<file path="config.mk">
export PLATFORM = sky130hd
export DESIGN_NAME = sap_cpu_top
export DESIGN_NICKNAME = d
export VERILOG_FILES = /design/src/logic/sap_pkg.sv /design/src/logic/alu.sv /design/src/logic/control_block.sv /design/src/logic/cpu_datapath.sv /design/src/logic/memory_unit.sv /design/src/logic/program_counter.sv /design/src/logic/sap_cpu_top.sv
export SDC_FILE = /design/constraint.sdc
export NUM_CORES = 1
export LEC_CHECK = 0
export ABC_AREA = 1
export ABC_CLOCK_PERIOD_IN_PS = 2850
export BUFFER_PORTS_ARGS = -buffer_cell sky130_fd_sc_hd__buf_4
export CAP_MARGIN = 20
export CORE_MARGIN = 5
export CORE_UTILIZATION = 46
export DETAILED_ROUTE_END_ITERATION = 10
export PLACE_DENSITY_LB_ADDON = 0.1
export SYNTH_ARGS = -nofsm -noshare
export SYNTH_HDL_FRONTEND = slang
export SYNTH_SLANG_ARGS = --single-unit
</file>
<file path="constraint.sdc">
create_clock -name clk -period 2.85 [get_ports clk]
set_input_delay 0.285 -clock clk [delete_from_list [all_inputs] [get_ports clk]]
set_output_delay 0.285 -clock clk [all_outputs]
set_load 0.1 [all_outputs]
</file>
<file path="src/logic/sap_pkg.sv">
`default_nettype none

package sap_pkg;

    // data path word, also one memory byte
    typedef logic [7:0] word_t;

    // memory address and program counter value
    typedef logic [3:0] addr_t;

    // upper nibble of an instruction
    typedef logic [3:0] opcode_t;

    // 16 bytes, set by the 4-bit operand
    localparam int RAM_DEPTH = 16;

    // opcodes, anything not listed runs as a nop
    localparam opcode_t OP_LDA = 4'd0;
    localparam opcode_t OP_ADD = 4'd1;
    localparam opcode_t OP_SUB = 4'd2;
    localparam opcode_t OP_STA = 4'd3;
    localparam opcode_t OP_LDI = 4'd4;
    localparam opcode_t OP_JMP = 4'd5;
    localparam opcode_t OP_JC  = 4'd6;
    localparam opcode_t OP_JZ  = 4'd7;
    localparam opcode_t OP_OUT = 4'd14;
    localparam opcode_t OP_HLT = 4'd15;

    // which source owns the bus this cycle
    typedef enum logic [2:0] {
        SRC_NONE       = 3'd0,
        SRC_PC         = 3'd1,
        SRC_RAM        = 3'd2,
        SRC_IR_OPERAND = 3'd3,
        SRC_ACC        = 3'd4,
        SRC_ALU        = 3'd5
    } bus_src_t;

    // microcode step, T_HALT parks the sequencer
    typedef enum logic [2:0] {T1, T2, T3, T4, T5, T_HALT} tstate_t;

endpackage

`default_nettype wire

</file>
<file path="src/logic/alu.sv">
`timescale 1ns/1ps
`default_nettype none

module alu (
    input  wire            clk,
    input  wire            rst_n,
    input  sap_pkg::word_t acc,
    input  sap_pkg::word_t b,
    input  wire            sub,
    input  wire            flags_load,
    output sap_pkg::word_t result,
    output logic           cf,
    output logic           zf
);
    import sap_pkg::*;

    // second operand, inverted for subtract
    word_t b_operand;

    // 9 bits so the carry out of bit 7 is kept
    logic [8:0] sum_ext;

    always_comb begin
        b_operand = sub ? ~b : b;
        // sub adds the +1 of the two's complement
        sum_ext = {1'b0, acc} + {1'b0, b_operand} + {8'd0, sub};
    end

    assign result = sum_ext[7:0];

    // flags only move at T5 of add or sub
    // top level ties load mode into rst_n here
    always_ff @(posedge clk) begin
        if (!rst_n) begin
            cf <= 1'b0;
            zf <= 1'b0;
        end else if (flags_load) begin
            // on sub a carry means no borrow
            cf <= sum_ext[8];
            zf <= (sum_ext[7:0] == '0);
        end
    end

endmodule

`default_nettype wire

</file>
<file path="src/logic/control_block.sv">
`timescale 1ns/1ps
`default_nettype none

module control_block (
    input  wire               clk,
    input  wire               rst_n,
    input  wire               run,
    input  sap_pkg::opcode_t  opcode,
    input  wire               cf,
    input  wire               zf,
    output sap_pkg::bus_src_t bus_src,
    output logic              mar_load,
    output logic              ram_write,
    output logic              ir_load,
    output logic              acc_load,
    output logic              b_load,
    output logic              out_load,
    output logic              pc_inc,
    output logic              pc_load,
    output logic              sub,
    output logic              flags_load,
    output logic              halted
);
    import sap_pkg::*;

    tstate_t state;
    tstate_t state_next;

    // lda, add, sub and sta fetch a data byte
    logic mem_op;
    // add or sub, result back into A at T5
    logic arith_op;
    // jmp always, jc and jz on their flag
    logic jump_taken;

    assign mem_op     = (opcode == OP_LDA) || (opcode == OP_ADD) ||
                        (opcode == OP_SUB) || (opcode == OP_STA);
    assign arith_op   = (opcode == OP_ADD) || (opcode == OP_SUB);
    assign jump_taken = (opcode == OP_JMP) ||
                        ((opcode == OP_JC) && cf) ||
                        ((opcode == OP_JZ) && zf);

    // five steps on every path, taken jumps too
    always_comb begin
        state_next = state;
        if (!run) begin
            // load mode parks in T1
            state_next = T1;
        end else begin
            unique case (state)
                T1:      state_next = T2;
                T2:      state_next = T3;
                T3:      state_next = (opcode == OP_HLT) ? T_HALT : T4;
                T4:      state_next = T5;
                T5:      state_next = T1;
                default: state_next = T_HALT;
            endcase
        end
    end

    always_ff @(posedge clk) begin
        if (!rst_n) begin
            state <= T1;
        end else begin
            state <= state_next;
        end
    end

    assign halted = (state == T_HALT);

    // microcode, one bus grant per cycle
    always_comb begin
        bus_src    = SRC_NONE;
        mar_load   = 1'b0;
        ram_write  = 1'b0;
        ir_load    = 1'b0;
        acc_load   = 1'b0;
        b_load     = 1'b0;
        out_load   = 1'b0;
        pc_inc     = 1'b0;
        pc_load    = 1'b0;
        sub        = 1'b0;
        flags_load = 1'b0;
        // nothing moves in load mode
        if (run) begin
            unique case (state)
                T1: begin
                    // fetch address
                    bus_src  = SRC_PC;
                    mar_load = 1'b1;
                end
                T2: begin
                    bus_src = SRC_RAM;
                    ir_load = 1'b1;
                    pc_inc  = 1'b1;
                end
                T3: begin
                    if (mem_op) begin
                        bus_src  = SRC_IR_OPERAND;
                        mar_load = 1'b1;
                    end else if (opcode == OP_LDI) begin
                        bus_src  = SRC_IR_OPERAND;
                        acc_load = 1'b1;
                    end else if (jump_taken) begin
                        bus_src = SRC_IR_OPERAND;
                        pc_load = 1'b1;
                    end else if (opcode == OP_OUT) begin
                        bus_src  = SRC_ACC;
                        out_load = 1'b1;
                    end
                end
                T4: begin
                    if (opcode == OP_LDA) begin
                        bus_src  = SRC_RAM;
                        acc_load = 1'b1;
                    end else if (arith_op) begin
                        bus_src = SRC_RAM;
                        b_load  = 1'b1;
                    end else if (opcode == OP_STA) begin
                        bus_src   = SRC_ACC;
                        ram_write = 1'b1;
                    end
                end
                T5: begin
                    if (arith_op) begin
                        bus_src    = SRC_ALU;
                        acc_load   = 1'b1;
                        flags_load = 1'b1;
                        sub        = (opcode == OP_SUB);
                    end
                end
                default: begin
                    // halted, all quiet
                end
            endcase
        end
    end

endmodule

`default_nettype wire

</file>
<file path="src/logic/cpu_datapath.sv">
`timescale 1ns/1ps
`default_nettype none

module cpu_datapath (
    input  wire               clk,
    input  wire               rst_n,
    input  sap_pkg::bus_src_t bus_src,
    input  sap_pkg::addr_t    pc,
    input  sap_pkg::word_t    ram_data,
    input  sap_pkg::word_t    alu_result,
    input  wire               ir_load,
    input  wire               acc_load,
    input  wire               b_load,
    input  wire               out_load,
    output sap_pkg::word_t    bus,
    output sap_pkg::opcode_t  opcode,
    output sap_pkg::word_t    acc,
    output sap_pkg::word_t    b,
    output sap_pkg::word_t    out_value,
    output logic              out_valid
);
    import sap_pkg::*;

    // instruction register, opcode high and operand low
    word_t ir;

    // bus mux stands in for the tri-state bus
    // only the granted source gets through
    always_comb begin
        unique case (bus_src)
            SRC_PC:         bus = {4'b0000, pc};
            SRC_RAM:        bus = ram_data;
            SRC_IR_OPERAND: bus = {4'b0000, ir[3:0]};
            SRC_ACC:        bus = acc;
            SRC_ALU:        bus = alu_result;
            default:        bus = '0;
        endcase
    end

    assign opcode = ir[7:4];

    // every register with its load high takes the bus
    always_ff @(posedge clk) begin
        if (!rst_n) begin
            ir        <= '0;
            acc       <= '0;
            b         <= '0;
            out_value <= '0;
            out_valid <= 1'b0;
        end else begin
            if (ir_load) begin
                ir <= bus;
            end
            if (acc_load) begin
                acc <= bus;
            end
            if (b_load) begin
                b <= bus;
            end
            if (out_load) begin
                out_value <= bus;
            end
            // valid lines up with the new out_value
            out_valid <= out_load;
        end
    end

endmodule

`default_nettype wire

</file>
<file path="src/logic/memory_unit.sv">
`timescale 1ns/1ps
`default_nettype none

module memory_unit (
    input  wire            clk,
    input  wire            rst_n,
    input  wire            prog_mode,
    input  wire            prog_we,
    input  sap_pkg::addr_t prog_addr,
    input  sap_pkg::word_t prog_data,
    input  sap_pkg::word_t bus_in,
    input  wire            mar_load,
    input  wire            ram_write,
    output sap_pkg::word_t ram_data
);
    import sap_pkg::*;

    // memory address register
    addr_t mar;

    // program and data share one array
    word_t mem [RAM_DEPTH];

    // mar takes the low nibble of the bus
    always_ff @(posedge clk) begin
        if (!rst_n) begin
            mar <= '0;
        end else if (mar_load) begin
            mar <= bus_in[3:0];
        end
    end

    // single write port
    always_ff @(posedge clk) begin
        if (prog_mode) begin
            // loader owns the port in load mode
            if (prog_we) begin
                mem[prog_addr] <= prog_data;
            end
        end else if (ram_write) begin
            // sta stores the bus at the mar address
            mem[mar] <= bus_in;
        end
    end

    // read straight from the mar
    // data is ready within the same T-state
    assign ram_data = mem[mar];

endmodule

`default_nettype wire

</file>
<file path="src/logic/program_counter.sv">
`timescale 1ns/1ps
`default_nettype none

module program_counter (
    input  wire            clk,
    input  wire            rst_n,
    input  wire            run,
    input  wire            inc,
    input  wire            load,
    input  sap_pkg::addr_t load_addr,
    output sap_pkg::addr_t pc
);
    import sap_pkg::*;

    always_ff @(posedge clk) begin
        // load mode holds the pc at 0 so the run starts there
        if (!rst_n || !run) begin
            pc <= '0;
        end else if (load) begin
            // jump target taken from the bus
            pc <= load_addr;
        end else if (inc) begin
            // 4-bit add wraps 15 to 0 by itself
            pc <= pc + addr_t'(1);
        end
    end

endmodule

`default_nettype wire

</file>
<file path="src/logic/sap_cpu_top.sv">
`timescale 1ns/1ps
`default_nettype none

module sap_cpu_top (
    input  wire            clk,
    input  wire            rst_n,
    input  wire            prog_mode,
    input  wire            prog_we,
    input  sap_pkg::addr_t prog_addr,
    input  sap_pkg::word_t prog_data,
    output sap_pkg::word_t out_value,
    output wire            out_valid,
    output wire            halted
);
    import sap_pkg::*;

    // shared bus and block to block values
    word_t    bus;
    word_t    ram_data;
    word_t    alu_result;
    word_t    acc;
    word_t    b;
    addr_t    pc;
    opcode_t  opcode;
    bus_src_t bus_src;

    // flags from the alu
    wire cf;
    wire zf;

    // control lines, all active high
    wire mar_load;
    wire ram_write;
    wire ir_load;
    wire acc_load;
    wire b_load;
    wire out_load;
    wire pc_inc;
    wire pc_load;
    wire sub;
    wire flags_load;

    // cpu runs whenever the loader is idle
    wire run;
    // flags also clear in load mode
    wire alu_rst_n;

    assign run       = ~prog_mode;
    assign alu_rst_n = rst_n & run;

    program_counter u_program_counter (
        .clk       (clk),
        .rst_n     (rst_n),
        .run       (run),
        .inc       (pc_inc),
        .load      (pc_load),
        .load_addr (bus[3:0]),
        .pc        (pc)
    );

    memory_unit u_memory_unit (
        .clk       (clk),
        .rst_n     (rst_n),
        .prog_mode (prog_mode),
        .prog_we   (prog_we),
        .prog_addr (prog_addr),
        .prog_data (prog_data),
        .bus_in    (bus),
        .mar_load  (mar_load),
        .ram_write (ram_write),
        .ram_data  (ram_data)
    );

    alu u_alu (
        .clk        (clk),
        .rst_n      (alu_rst_n),
        .acc        (acc),
        .b          (b),
        .sub        (sub),
        .flags_load (flags_load),
        .result     (alu_result),
        .cf         (cf),
        .zf         (zf)
    );

    cpu_datapath u_cpu_datapath (
        .clk        (clk),
        .rst_n      (rst_n),
        .bus_src    (bus_src),
        .pc         (pc),
        .ram_data   (ram_data),
        .alu_result (alu_result),
        .ir_load    (ir_load),
        .acc_load   (acc_load),
        .b_load     (b_load),
        .out_load   (out_load),
        .bus        (bus),
        .opcode     (opcode),
        .acc        (acc),
        .b          (b),
        .out_value  (out_value),
        .out_valid  (out_valid)
    );

    control_block u_control_block (
        .clk        (clk),
        .rst_n      (rst_n),
        .run        (run),
        .opcode     (opcode),
        .cf         (cf),
        .zf         (zf),
        .bus_src    (bus_src),
        .mar_load   (mar_load),
        .ram_write  (ram_write),
        .ir_load    (ir_load),
        .acc_load   (acc_load),
        .b_load     (b_load),
        .out_load   (out_load),
        .pc_inc     (pc_inc),
        .pc_load    (pc_load),
        .sub        (sub),
        .flags_load (flags_load),
        .halted     (halted)
    );

endmodule

`default_nettype wire

</file>
# Word-level counts from Yosys, hierarchy flattened
# Memories as Yosys holds them, arrays and structs flattened. A register that Yosys moved wholly into a read port is not among the register bits.
# Index checks and enable logic that the tools add are counted.
[classes]
add_sub_neg = 3
n_eq_ne = 19
n_mux = 62
bitwise_logic = 4
reduce_logical = 16
[ops]
columns = ["op", "count"]
rows = [
  ["$mux 1", 40],
  ["$pmux 8 s5", 1],
  ["$mux 3", 10],
  ["$pmux 3 s5", 2],
  ["$mux 4", 5],
  ["$eq 4x3->1 const B", 4],
  ["$mux 8", 2],
  ["$eq 3x2->1 const B", 4],
  ["$eq 3x3->1 const B", 4],
  ["$add 8x8->9", 1],
  ["$add 9x1->9", 1],
  ["$eq 4x2->1 const B", 2],
  ["$eq 4x4->1 const B", 2],
  ["$logic_not 8->1", 1],
  ["$not 8->8", 1],
  ["$reduce_or 8->1", 1],
  ["$logic_or 1x1->1", 7],
  ["$eq 3x1->1 const B", 2],
  ["$add 4x1->4 const B", 1],
  ["$eq 4x1->1 const B", 1],
  ["$logic_not 4->1", 1],
  ["$logic_not 3->1", 1],
  ["$pmux 1 s3", 1],
  ["$logic_and 1x1->1", 2],
  ["6 further kinds", 7],
]
[totals]
word_cells = 115
memories = 1
output_inout_bits = 10
inputBits = 16
reg_bits = 46
mem_bits_rw = 128
[memory_table]
columns = ["memory", "depth", "word_bits", "rd", "rd_ports_with_merged_regs", "wr", "line", "source"]
rows = [
  ["u_memory_unit.mem", 16, 8, 1, 1, 1, "memory_unit.sv:22", "word_t mem [RAM_DEPTH];"],
]

# Depth between registers and ports, before layout
[logic_depth]
word_depth = 13
mapped_depth = 18
depth_no_buf = 18

# Hierarchy
# A second synthesis with hierarchy kept.
[hier_totals]
hier_cells = 1061
area_unflattened_um2 = 9009.9
[modules_own_cells]
columns = ["mod", "instances", "area_each_um2", "cells_each"]
rows = [
  ["memory_unit", 1, 5984.5, 588],
  ["cpu_datapath", 1, 1685.4, 250],
  ["alu", 1, 701.9, 112],
  ["control_block", 1, 392.9, 73],
  ["program_counter", 1, 231.5, 35],
  ["sap_cpu_top", 1, 13.8, 3],
]

# Worst setup path before layout
# No wires, ideal clock.
[synth_path]
kind = "register to register"
from = "register u_control_block.state[0]"
to = "memory u_memory_unit.mem[0][7] in the netlist's numbering (data pin)"
required_ps = 2530
path_stages_with_launch = 17
path_buffers = 0
t_arrival_ps = 2587
setup_slack_ps = -57
period_less_slack_ps = 2907
setup_time_ps = 320
path_cell_list = "dfxtp_1 > nor2_1 > inv_2 > nor2_4 > nand2_1 > xnor2_1 > ha_1 > a21oi_1 > nor2_1 > a211oi_1 > nand2_1 > nand2_1 > nand3b_1 > nand3_1 > nand2_1 > nand2_1 > nand2_1"
[synth_via]
elab_chain_cells = 8
word_cells_on_any_way = 25
cone_classes = "2 x add/sub; 9 x eq/ne; 12 x mux; 2 x reduce/logical"
[synth_rtl]
columns = ["element", "line", "source"]
rows = [
  ["start, declared", "control_block.sv:26", "tstate_t state;"],
  ["start signal, assigned", "control_block.sv:65", "state <= state_next;"],
  ["$eq 3x3->1 or $eq 3x2->1 (tied branches)", "control_block.sv:86", "unique case (state)"],
  ["$mux 1", "control_block.sv:86", ""],
  ["$mux 1", "control_block.sv:85", "if (run) begin"],
  ["$mux 8 or $mux 1 (tied branches)", "alu.sv:24, memory_unit.sv:40", ""],
  ["$add 8x8->9 or $mux 1 (tied branches)", "alu.sv:26, memory_unit.sv:35", ""],
  ["$add 9x1->9 or $mux 1 (tied branches)", "alu.sv:26, memory_unit.sv:42", ""],
  ["$pmux 8 s5 or $reduce_or 8->1 (tied branches)", "--", ""],
  ["$mux 8 (no line) (*)", "--", ""],
  ["end, declared", "memory_unit.sv:22", ""],
]
# Mark *: on every way between the ends. The rest lies on a longest branch, timed or not.

# Final worst setup path
[layout_path]
from = "register u_cpu_datapath.ir[5]"
to = "memory u_memory_unit.mem[8][7] in the netlist's numbering (data pin)"
[layout_via]
elab_chain_cells = 12
word_cells_on_any_way = 49
cone_classes = "2 x add/sub; 13 x eq/ne; 24 x mux; 10 x reduce/logical"
[layout_rtl]
columns = ["element", "line", "source"]
rows = [
  ["start, declared", "cpu_datapath.sv:25", "word_t ir;"],
  ["start signal, assigned", "cpu_datapath.sv:52", "ir <= bus;"],
  ["branches (longest 11 deep; another with $add 8x8->9)", "--", ""],
  ["$mux 8 (no line) (*)", "--", ""],
]
# Every way passes the cells marked *.

==> impl_metrics.csv <==
group,metric,value,unit
synthesis,syn_avg_cell_area,9.27,µm²
synthesis,synth_flop_cell,"edfxtp_1",
synthesis,yosysTopAreaCell,"edfxtp_1",
sta,maxSlewHeadroom,0.600,
sta,rsz0062_at_grt,"true",
pwr,p_leak,4.13,nW
run_status,run_status,"finished with violations",
drt,ant_nets,0,
grt,grt_max_degree,36,
cts,root_buffer,"clkbuf_16",
job,drv_cap,0,
worst_setup_path,critPathMaxFanout,8,
sta,fin_crit,2.85,ns
final_layout,diodes,0,
drt,routedWlPerCell,18.4,µm
worst_setup_path,crit_arrival,3.03,ns
grt,overflow,0,
synthesis,yosysWarningCount,0,
floorplan,io_pins,26,
sta,worstMarginPinSlew,0.600,ns
grt,grt_first_pass_wirelength,34.5,mm
sta,hold_violations,0,
synthesis,synth_edf_count,128,
drt,first_iter_violations,615,
synthesis,synth-seq-area-share,0.588,
sta,max_freq,351,MHz
worst_setup_path,cp-start-kind,"flop",
drt,routed_wl,22.4,mm
sta,layout_setup_ws,-0.000593,ns
worst_setup_path,crit_type,"flop to flop",
grt,grt_usage,0.221,
floorplan,fp.dieW,144,µm
final_layout,final_cell_area,0.00992,mm²
sta,clock_skew,0.0130,ns
place,io_buffers,25,
floorplan,die_area,0.0207,mm²
min_path,hp-class,"input pin to flop",
worst_setup_path,rrSetupSlack,-0.0006,ns
synthesis,syn_inst,889,
cts,ctsHtreeMaxLevel,4,
synthesis,synth-seq-cells,178,
cts,cts.sinks,178,
synthesis,syn_area,0.00824,mm²
floorplan,dieHeight,144,µm
drt,drc,0,
floorplan,initial_core_util,0.464,
synthesis,syn-num-nets,914,
cts,postCtsHoldBufs,0,
final_layout,multi_input_area,0.00309,mm²
synthesis,synthArstFlopShare,0,
synthesis,ys_top_cells_by_count,"nand2_1 (176), edfxtp_1 (128), nor2_1 (116), o21ai_0 (87), inv_1 (74)",
sta,hold_ws,0.196,ns
synthesis,ys_top_cells_by_area,"edfxtp_1 (47%), dfxtp_1 (12%), nand2_1 (8.0%)",
cts,clk_path_buf_depth,2,
final_layout,fill_cells,1635,
grt,grt_pass1_vias,6296,
pwr,power.density,568,mW/mm²
cts,cts_tree,"built",
synthesis,yosys.cell_count.top_type,"nand2_1",
worst_setup_path,critPathRequiredTime,3.03,ns
final_layout,seq_area,0.00485,mm²
final_layout,drive_above_1_share,0.202,
place,hpwl,15.7,mm
final_layout,nets,998,
cts,clk_pin_slew,0.07,ns
drt,num_vias,6472,
run_status,violations,"setup timing",
cts,cts_made_buffers,17,
worst_setup_path,crit_path_end_kind,"flop",
pwr,irDropWorstVdd,445,µV
grt,antenna_found_initial,0,
synthesis,yosys.area.top_type_share,0.466,
final_layout,areaGrowthSynthToFinish,20.3,%
cts,clk_latency,0.43,ns
synthesis,netlist-cell-type-count,41,
place,dp_slack,-0.145,ns
floorplan,core_area,0.0178,mm²
sta,setup_viol,1,
place,placed_area,0.00913,mm²
drt,vias_per_cell,5.33,
sta,period_share,1.00,
place,finalWeightedCongestion,0.956,
drt,first_pass_iters,5,
floorplan,core.rowCount,49,
sta,slew_viol_final,0,
## cells by family after synthesis
family / Yosys count / share of synthesized area
simple gates: 412 / 0.223
flops: 178 / 0.588
compound gates: 160 / 0.105
buf+inv: 118 / 0.0563
xor+xnor: 12 / 0.0128
fa+ha+maj: 9 / 0.0146
## flip-flops by register name (all words and copies together), names as in the netlist, named ones only
name	cells
u_alu.cf	1
u_alu.zf	1
u_control_block.state	3
u_cpu_datapath.acc	8
u_cpu_datapath.b	8
u_cpu_datapath.ir	8
u_cpu_datapath.out_valid	1
u_cpu_datapath.out_value	8
u_memory_unit.mar	4
u_memory_unit.mem	128
u_program_counter.pc	4
## layout make-up
class,count,share of cell area
clock inverter,14,0.0172
tap,229,0.0289
inverter,88,0.0333
multi-input combinational,594,0.311
clock buffer,18,0.0433
timing repair buffer,94,0.0773
sequential,178,0.489
## worst max-delay path, cell delays in order (launching register included)
cell	delay (ns)
dfxtp_2	0.34
inv_2	0.05
nor2_4	0.10
nand2_2	0.07
nor2_4	0.14
nand2_4	0.11
xor2_2	0.19
ha_1	0.33
buf_6	0.14
nand2_4	0.06
nor2_2	0.04
a211oi_2	0.23
nand2_1	0.12
nand2_2	0.09
nand3b_1	0.11
nand3_1	0.11
nand2_1	0.07
nand2_1	0.10
nand2_2	0.07
buf_6	0.13
## through the flow
stage           TNS [ns]   util  cells  power [W]
2_1_floorplan          0      -    889    0.00313
3_3_place_gp       -1.75  0.513   1178    0.00331
3_5_place_dp       -5.39  0.513   1178    0.00332
4_1_cts                0  0.548   1211    0.00566
5_1_grt            -4.03  0.558   1215    0.00583
6_report       -0.000593  0.558   1215    0.00563
## power breakdown
part           switching [W]  leakage, nW  internal (W)
clock network        0.00103        0.281       0.00132
registers          0.0000127         1.56       0.00280
logic               0.000307         2.29      0.000154
total                0.00135         4.13       0.00428
## metal layers
metal	global-route usage	wire length, µm
met2	0.381	11200
met1	0.277	9210
met3	0.0336	1310
met4	0.0907	718
met5	0	0
## repair_timing
item                                    CTS  global route
resized for setup                         5            34
setup buffers                             1             3
endpoints found under the setup margin   71            97
gates cloned                              0             1
pin swaps                                 1            16
hold endpoints to repair                  0             0
## placed cells by master, fill, tap and decap left out, types with 3 or more instances in the layout
master	n
a21oi_1	36
a21oi_2	3
buf_12	4
buf_4	87
buf_6	3
clkbuf_16	17
clkinvlp_4	4
dfxtp_1	48
edfxtp_1	128
ha_1	7
inv_1	73
inv_2	13
inv_6	3
inv_8	4
nand2_1	171
nand2_2	6
nand2_4	3
nand3_1	67
nand3_2	8
nand3b_1	3
nand4_1	8
nor2_1	111
nor2_2	12
nor2_4	10
nor3_1	3
o211ai_1	4
o21a_1	5
o21ai_0	86
o21ai_1	3
o21bai_1	3
o22ai_1	12
xor2_1	10
## worst paths after layout
| path | start | to | cells after the start |
|---|---|---|---|
| worst max-delay path | u_cpu_datapath.ir[5] | u_memory_unit.mem[8][7] | 19 |
| worst min-delay path | rst_n | u_cpu_datapath.b[2] | 3 |
| worst max register to register | u_cpu_datapath.ir[5] | u_memory_unit.mem[8][7] | 19 |
| worst min register to register | u_alu.zf | u_alu.zf | 2 |
(Power assumes the default switching activity.)
